## config.mk

```make
export PLATFORM = sky130hd
export DESIGN_NAME = oramCryptTop
export DESIGN_NICKNAME = d
export VERILOG_FILES = /design/src/source/oramCryptPkg.sv /design/src/source/keyRequestIf.sv /design/src/source/bucketSequencer.sv /design/src/source/chunkCombiner.sv /design/src/source/chunkFifo.sv /design/src/source/keystreamLane.sv /design/src/source/oramCryptTop.sv
export SDC_FILE = /design/constraint.sdc
export NUM_CORES = 2
export LEC_CHECK = 0
export BUFFER_PORTS_ARGS = -buffer_cell sky130_fd_sc_hd__buf_2
export CAP_MARGIN = 10
export CORE_MARGIN = 4
export CORE_UTILIZATION = 50
export CTS_BUF_LIST = sky130_fd_sc_hd__clkbuf_8
export DETAILED_ROUTE_END_ITERATION = 12
export MAX_ROUTING_LAYER = met4
export PLACE_DENSITY = 0.77
export SLEW_MARGIN = 20
export SYNTH_ARGS = -nofsm -noshare
export SYNTH_HDL_FRONTEND = slang
export SYNTH_HIERARCHICAL = 1
export SYNTH_SLANG_ARGS = --single-unit
```

## constraint.sdc

```tcl
create_clock -name Clock -period 10.1 [get_ports Clock]
set_input_delay 1.01 -clock Clock [delete_from_list [all_inputs] [get_ports Clock]]
set_output_delay 1.01 -clock Clock [all_outputs]
set_load 0.1 [all_outputs]
```

## src/source/oramCryptPkg.sv

```systemverilog
/*
 * ORAM bucket crypt package
 * Sizes, fixed key, keystream round constants and the chunk word type
 */
package oramCryptPkg;

    // ----------------------------------------------------------------------
    // Chunk and lane geometry
    // ----------------------------------------------------------------------
    localparam int LaneWidth = 32;
    localparam int LaneCount = 4;
    localparam int ChunkWidth = LaneWidth * LaneCount;

    // IV sits in the low bits of the header chunk
    localparam int IvWidth = 64;

    // ----------------------------------------------------------------------
    // Bucket and path geometry
    // ----------------------------------------------------------------------
    localparam int BucketChunks = 8;
    localparam int PathBuckets = 4;
    localparam int PathChunks = PathBuckets * BucketChunks;
    localparam int ChunkIndexWidth = 3;
    localparam int PathCountWidth = 5;

    localparam int FifoDepth = 8;

    // ----------------------------------------------------------------------
    // Keystream function
    // ----------------------------------------------------------------------
    localparam logic [LaneWidth-1:0] KeyWord = '1;
    // One round per pipeline stage
    localparam int MixRounds = 4;
    localparam int RotateAmount = 7;

    // Header view of a chunk, body bits above the IV
    typedef struct packed {
        logic [ChunkWidth-IvWidth-1:0] body;
        logic [IvWidth-1:0]            iv;
    } chunkHeaderT;

    // Same 128 bits seen as keystream lanes or as a bucket header
    typedef union packed {
        logic [LaneCount-1:0][LaneWidth-1:0] lanes;
        chunkHeaderT                         header;
    } chunkWordT;

endpackage

```

## src/source/keyRequestIf.sv

```systemverilog
/*
 * Keystream request bus from the bucket sequencer to the lanes
 */
`timescale 1ns/1ns

interface keyRequestIf import oramCryptPkg::*; ();

    logic [IvWidth-1:0]         iv;
    logic [ChunkIndexWidth-1:0] chunkIndex;
    logic                       isHeader;
    // No ready, lanes always accept
    logic                       valid;

    modport source (
        output iv, chunkIndex, isHeader, valid
    );

    modport sink (
        input iv, chunkIndex, isHeader, valid
    );

endinterface

```

## src/source/bucketSequencer.sv

```systemverilog
/*
 * Bucket sequencer
 * Takes chunks from the active input, tracks the bucket position, issues keystream requests
 */
`timescale 1ns/1ns

module bucketSequencer import oramCryptPkg::*; (
    input  logic      Clock,
    input  logic      rstN,
    input  logic      pathRead,
    input  chunkWordT dramReadData,
    input  chunkWordT backendWriteData,
    input  logic      dramReadValid,
    input  logic      backendWriteValid,
    output logic      dramReadReady,
    output logic      backendWriteReady,
    input  logic      dataFull,
    output logic      dataPush,
    output chunkWordT dataChunk,
    keyRequestIf.source keyReq
);

    chunkWordT                  inChunk;
    logic                       inValid;
    logic                       accept;
    logic                       isHeader;
    logic [ChunkIndexWidth-1:0] chunkIndex;
    logic [IvWidth-1:0]         ivHold;

    // ----------------------------------------------------------------------
    // Input select
    // ----------------------------------------------------------------------
    assign inChunk = pathRead ? dramReadData : backendWriteData;
    assign inValid = pathRead ? dramReadValid : backendWriteValid;

    assign dramReadReady = pathRead && !dataFull;
    assign backendWriteReady = !pathRead && !dataFull;

    assign accept = inValid && !dataFull;

    // ----------------------------------------------------------------------
    // Bucket position and IV
    // ----------------------------------------------------------------------
    assign isHeader = (chunkIndex == '0);

    always_ff @(posedge Clock or negedge rstN) begin
        if (!rstN) begin
            chunkIndex <= '0;
        end else if (accept) begin
            if (int'(chunkIndex) == BucketChunks - 1) begin
                chunkIndex <= '0;
            end else begin
                chunkIndex <= chunkIndex + 1'b1;
            end
        end
    end

    // IV held for the body chunks of the bucket
    always_ff @(posedge Clock) begin
        if (accept && isHeader) begin
            ivHold <= inChunk.header.iv;
        end
    end

    // Header uses its own IV straight away
    assign keyReq.iv = isHeader ? inChunk.header.iv : ivHold;
    assign keyReq.chunkIndex = chunkIndex;
    assign keyReq.isHeader = isHeader;
    assign keyReq.valid = accept;

    assign dataPush = accept;
    assign dataChunk = inChunk;

    // Offered chunk holds until taken
    assert property (@(posedge Clock) disable iff (!rstN)
        dramReadValid && !dramReadReady |=> dramReadValid && $stable(dramReadData));
    assert property (@(posedge Clock) disable iff (!rstN)
        backendWriteValid && !backendWriteReady |=> backendWriteValid && $stable(backendWriteData));

endmodule

```

## src/source/chunkCombiner.sv

```systemverilog
/*
 * Chunk combiner
 * XORs data with keystream, restores the header IV, steers output and tracks direction
 */
`timescale 1ns/1ns

module chunkCombiner import oramCryptPkg::*; (
    input  logic      Clock,
    input  logic      rstN,
    input  logic      dataEmpty,
    input  logic      keyEmpty,
    input  chunkWordT dataHead,
    input  chunkWordT keyHead,
    input  logic      headIsHeader,
    output logic      pop,
    output logic      pathRead,
    input  logic      dramWriteReady,
    input  logic      backendReadReady,
    output chunkWordT outChunk,
    output logic      dramWriteValid,
    output logic      backendReadValid
);

    chunkWordT                 xorWord;
    logic                      headValid;
    logic                      outReady;
    logic                      pathDone;
    logic [PathCountWidth-1:0] pathCount;

    // ----------------------------------------------------------------------
    // Output word
    // ----------------------------------------------------------------------
    assign xorWord = dataHead ^ keyHead;

    always_comb begin
        outChunk = xorWord;
        // IV field passes through in the clear
        if (headIsHeader) begin
            outChunk.header.iv = dataHead.header.iv;
        end
    end

    // ----------------------------------------------------------------------
    // Handshake and direction
    // ----------------------------------------------------------------------
    assign headValid = !dataEmpty && !keyEmpty;
    assign outReady = pathRead ? backendReadReady : dramWriteReady;

    assign backendReadValid = pathRead && headValid;
    assign dramWriteValid = !pathRead && headValid;

    assign pop = headValid && outReady;
    assign pathDone = pop && (int'(pathCount) == PathChunks - 1);

    always_ff @(posedge Clock or negedge rstN) begin
        if (!rstN) begin
            pathCount <= '0;
            pathRead <= 1'b1;
        end else if (pop) begin
            if (pathDone) begin
                pathCount <= '0;
                pathRead <= !pathRead;
            end else begin
                pathCount <= pathCount + 1'b1;
            end
        end
    end

    // Keystream never runs ahead of its data chunk
    assert property (@(posedge Clock) disable iff (!rstN) !keyEmpty |-> !dataEmpty);

endmodule

```

## src/source/chunkFifo.sv

```systemverilog
/*
 * Chunk FIFO
 * Synchronous first-word-fall-through buffer of FifoDepth entries
 */
`timescale 1ns/1ns

module chunkFifo import oramCryptPkg::*; #(
    parameter int Width = ChunkWidth
) (
    input  logic             Clock,
    input  logic             rstN,
    input  logic             push,
    input  logic [Width-1:0] pushData,
    output logic             full,
    input  logic             pop,
    output logic [Width-1:0] popData,
    output logic             empty
);

    logic [Width-1:0]               mem [FifoDepth];
    logic [$clog2(FifoDepth)-1:0]   wrPtr;
    logic [$clog2(FifoDepth)-1:0]   rdPtr;
    logic [$clog2(FifoDepth+1)-1:0] count;

    assign full = (int'(count) == FifoDepth);
    assign empty = (count == '0);

    // Head is valid whenever not empty
    assign popData = mem[rdPtr];

    always_ff @(posedge Clock) begin
        if (push) begin
            mem[wrPtr] <= pushData;
        end
    end

    always_ff @(posedge Clock or negedge rstN) begin
        if (!rstN) begin
            wrPtr <= '0;
            rdPtr <= '0;
            count <= '0;
        end else begin
            if (push) begin
                wrPtr <= (int'(wrPtr) == FifoDepth - 1) ? '0 : wrPtr + 1'b1;
            end
            if (pop) begin
                rdPtr <= (int'(rdPtr) == FifoDepth - 1) ? '0 : rdPtr + 1'b1;
            end
            if (push && !pop) begin
                count <= count + 1'b1;
            end else if (pop && !push) begin
                count <= count - 1'b1;
            end
        end
    end

    // Callers must honour full and empty
    assert property (@(posedge Clock) disable iff (!rstN) push |-> !full);
    assert property (@(posedge Clock) disable iff (!rstN) pop |-> !empty);

endmodule

```

## src/source/keystreamLane.sv

```systemverilog
/*
 * Keystream lane
 * Four stage add-rotate-xor pipeline producing one 32-bit keystream word
 */
`timescale 1ns/1ns

module keystreamLane import oramCryptPkg::*; #(
    parameter int LaneIndex = 0
) (
    input  logic                 Clock,
    input  logic                 rstN,
    keyRequestIf.sink            keyReq,
    output logic [LaneWidth-1:0] laneWord,
    output logic                 laneValid
);

    logic [LaneWidth-1:0] seedA;
    logic [LaneWidth-1:0] seedB;
    logic [LaneWidth-1:0] stageA [MixRounds];
    logic [LaneWidth-1:0] stageB [MixRounds];
    logic [MixRounds-1:0] stageValid;

    // One round, returns {a, b}
    function automatic logic [2*LaneWidth-1:0] mixRound(
        input logic [LaneWidth-1:0] a,
        input logic [LaneWidth-1:0] b
    );
        logic [LaneWidth-1:0] nextA;
        logic [LaneWidth-1:0] nextB;
        nextA = a + b;
        nextB = {b[LaneWidth-RotateAmount-1:0], b[LaneWidth-1:LaneWidth-RotateAmount]} ^ nextA;
        return {nextA, nextB};
    endfunction

    // Counter word is chunk index times lane count plus this lane
    assign seedA = keyReq.iv[LaneWidth-1:0] ^ KeyWord;
    assign seedB = keyReq.iv[2*LaneWidth-1:LaneWidth]
                 + LaneWidth'(keyReq.chunkIndex) * LaneWidth'(LaneCount)
                 + LaneWidth'(LaneIndex);

    always_ff @(posedge Clock or negedge rstN) begin
        if (!rstN) begin
            stageValid <= '0;
        end else begin
            stageValid <= {stageValid[MixRounds-2:0], keyReq.valid};
        end
    end

    always_ff @(posedge Clock) begin
        {stageA[0], stageB[0]} <= mixRound(seedA, seedB);
        for (int i = 1; i < MixRounds; i++) begin
            {stageA[i], stageB[i]} <= mixRound(stageA[i-1], stageB[i-1]);
        end
    end

    assign laneWord = stageA[MixRounds-1] ^ stageB[MixRounds-1];
    assign laneValid = stageValid[MixRounds-1];

endmodule

```

## src/source/oramCryptTop.sv

```systemverilog
/*
 * ORAM bucket encryption stage
 * Decrypts DRAM paths toward the backend and encrypts backend paths toward DRAM
 */
`timescale 1ns/1ns

module oramCryptTop import oramCryptPkg::*; (
    input  logic                  Clock,
    input  logic                  rstN,
    input  logic [ChunkWidth-1:0] dramReadData,
    input  logic                  dramReadValid,
    output logic                  dramReadReady,
    output logic [ChunkWidth-1:0] dramWriteData,
    output logic                  dramWriteValid,
    input  logic                  dramWriteReady,
    input  logic [ChunkWidth-1:0] backendWriteData,
    input  logic                  backendWriteValid,
    output logic                  backendWriteReady,
    output logic [ChunkWidth-1:0] backendReadData,
    output logic                  backendReadValid,
    input  logic                  backendReadReady
);

    keyRequestIf keyReq ();

    logic                                pathRead;
    logic                                dataFull;
    logic                                dataPush;
    chunkWordT                           dataChunk;
    logic [ChunkWidth:0]                 dataFifoOut;
    logic                                dataEmpty;
    logic [LaneCount-1:0][LaneWidth-1:0] laneWords;
    logic [LaneCount-1:0]                laneValid;
    chunkWordT                           keyHead;
    logic                                keyEmpty;
    logic                                pop;
    chunkWordT                           outChunk;

    bucketSequencer i_sequencer (
        .Clock(Clock),
        .rstN(rstN),
        .pathRead(pathRead),
        .dramReadData(dramReadData),
        .backendWriteData(backendWriteData),
        .dramReadValid(dramReadValid),
        .backendWriteValid(backendWriteValid),
        .dramReadReady(dramReadReady),
        .backendWriteReady(backendWriteReady),
        .dataFull(dataFull),
        .dataPush(dataPush),
        .dataChunk(dataChunk),
        .keyReq(keyReq)
    );

    for (genvar lane = 0; lane < LaneCount; lane++) begin : genLane
        keystreamLane #(.LaneIndex(lane)) i_lane (
            .Clock(Clock),
            .rstN(rstN),
            .keyReq(keyReq),
            .laneWord(laneWords[lane]),
            .laneValid(laneValid[lane])
        );
    end

    // Chunk plus header flag
    chunkFifo #(.Width(ChunkWidth + 1)) i_dataFifo (
        .Clock(Clock),
        .rstN(rstN),
        .push(dataPush),
        .pushData({keyReq.isHeader, dataChunk}),
        .full(dataFull),
        .pop(pop),
        .popData(dataFifoOut),
        .empty(dataEmpty)
    );

    // Never fuller than the data FIFO
    chunkFifo #(.Width(ChunkWidth)) i_keyFifo (
        .Clock(Clock),
        .rstN(rstN),
        .push(&laneValid),
        .pushData(laneWords),
        .full(),
        .pop(pop),
        .popData(keyHead),
        .empty(keyEmpty)
    );

    chunkCombiner i_combiner (
        .Clock(Clock),
        .rstN(rstN),
        .dataEmpty(dataEmpty),
        .keyEmpty(keyEmpty),
        .dataHead(dataFifoOut[ChunkWidth-1:0]),
        .keyHead(keyHead),
        .headIsHeader(dataFifoOut[ChunkWidth]),
        .pop(pop),
        .pathRead(pathRead),
        .dramWriteReady(dramWriteReady),
        .backendReadReady(backendReadReady),
        .outChunk(outChunk),
        .dramWriteValid(dramWriteValid),
        .backendReadValid(backendReadValid)
    );

    assign dramWriteData = outChunk;
    assign backendReadData = outChunk;

endmodule

```

==> results.md <==
- Die Span Y: 542 µm
- Tightest Pin Transition: 1.16 ns
- Die X: 542 µm
- Residual DRC: 0
- Setup TNS: 0 ns
- Slew margin rel.: 22.4%
- Crit. End Element: register
- Placed cell area: 148,000 µm²
- Worst Path Required: 11.14 ns
- Core area: 283,000 µm²
- Dpl ws: 2.88 ns
- Clock transition at the registers of the reported paths: 0.06 ns
- CTS tree: built
- CP arrival: 8.38 ns
- CTS Root Cell: clkbuf_8
- Final net count: 11,300
- Layout area overhead: 11.3%
- Endpoints failing setup: 0
- First-pass GRT wire length: 556,000 µm
- H-tree levels: 6
- CTS sink count: 3,189
- IO Port Bufs: 521
- Crit-path leading delay family: simple AND/OR/NAND/NOR gates
- Setup slack after layout: 2.76 ns
- Setup Fix Bufs, Post-CTS: 0
- Mapped Area: 143,000 µm²
- Highest net fanout along the worst path: 66
- CP Launch Point: i_sequencer/keyReq.chunkIndex[0]
- Crit-path max cell delay: 0.88 ns
- Vias in the first global route: 85,900
- F_max: 0.136 GHz
- Final period utilization: 72.6%
- Initial Util: 50.4%
- Final Max Tran Viols: 0
- Clk_lat worst skew: 1.13 ns
- Synthesis Warnings: 6
- Hold wc startpoint: dramReadData[105]
- # rows: 195
- Worst flop-to-flop path startpoint: i_sequencer/keyReq.chunkIndex[0]
- Initial antenna violation count: 17
- Status: completed
- CTS resizes: 0
- Clock skew: 0.0662 ns
- Critical Path Slowest Stage Cell: inv_2
- Via density: 5.79
- Avg WL per Cell: 25.7 µm
- First-pass DRT Iterations: 6
- Crit path time final: 7.34 ns
- Max-cap viol count: 0
- Hold Fails Final Rpt: 0
- RSZ-0062 raised after global routing: no
- Vias: 84,900
- Syn Nets: 10,600
- Synthesized instance count: 9,765
- Clock Tree Buf Depth: 4
- Crit start category: register
- Final wirelength: 377,000 µm
- Worst path bufs/invs: 4
- Layout cells sized above 1: 20.6%
- Fin area: 159,000 µm²
- Final ANT Viol Nets: 0
- Worst Setup Path Type: register to register
- Die area: 294,000 µm²
- TritonCTS Buffers: 526
- HP Class: input port to register
- Total grt overflow: 0
- # IOs: 522
- Gpl congestion: 0.965
- Syn_area_per_cell: 14.6 µm²
- GRT Total Usage: 26.0%
- DP HPWL: 267,000 µm
- DR iter-0 viols: 7,547
- Largest net degree at the start of global routing: 119
- Hold_buf cts: 1
[metrics by stage]
step	cells	util (%)	hold WS, ns
floorplan	9765	-	0.331
global placement	13700	52.4	0.332
detailed placement	13700	52.4	0.335
CTS	14700	56.1	0.163
global route	14700	56.1	0.213
finish	14700	56.1	0.311
[metal layers]
metal  up-vias  GRT usage [%]  part of all wire (%)
met2      3499           41.5                    48
li1      38200              -                     -
met1     42600           34.5                    42
met4         0           8.23                   3.2
met5         -              -                     0
met3       639           3.93                   7.0
[path summary, 6_finish.rpt]
check	endpoint	slack, ns	cells after the start
max in group asynchronous	i_keyFifo/rdPtr[0]	8.80	3
setup reg to reg	genLane[0].i_lane/stageB[124]	2.76	25
min in group asynchronous	i_sequencer/keyReq.chunkIndex[1]	0.64	3
hold reg to reg	genLane[3].i_lane/stageValid[2]	0.33	0
hold / removal	i_dataFifo/mem[4][105]	0.31	2
setup / recovery	genLane[0].i_lane/stageB[124]	2.76	25
[final cells by class]
cell class	instances	area (µm²)
clock inverter	351	2440
inverter	263	990
clock buffer	582	8010
timing repair buffer	632	3520
tap	3743	4680
sequential	3189	85300
multi-input combinational	5893	53800
antenna	18	45.0
fill	22100	124000
[flip-flops by register name, indices dropped and copies added (netlist names)]
name	cells
i_dataFifo/wrPtr	3
i_combiner/pathCount	5
i_dataFifo/rdPtr	3
i_keyFifo/count	4
genLane.i_lane/stageB	512
genLane.i_lane/stageValid	16
i_dataFifo/count	4
i_dataFifo/mem	1032
i_combiner/pathRead	1
i_keyFifo/mem	1024
i_sequencer/keyReq.chunkIndex	3
i_keyFifo/wrPtr	3
i_keyFifo/rdPtr	3
i_sequencer/ivHold	64
genLane.i_lane/stageA	512
[cell usage in the layout (no fill, tap or decap), drive strengths merged, types with 57 or more instances in the layout]
cell type,instances
mux2,402
and3,65
nor3,73
mux4,514
a31oi,64
nand4,109
a211oi,57
a21oi,498
xnor2,484
inv,473
edfxtp,2120
xor2,862
nand2,573
clkinv,104
nand3,121
o21bai,91
clkbuf,582
dfxtp,1024
o21ai,282
nor2,286
ha,529
nand2b,95
buf,631
a21o,240
Power is not shown: default switching activity piles up to over one toggle a cycle in this logic, so the estimate is an artifact.
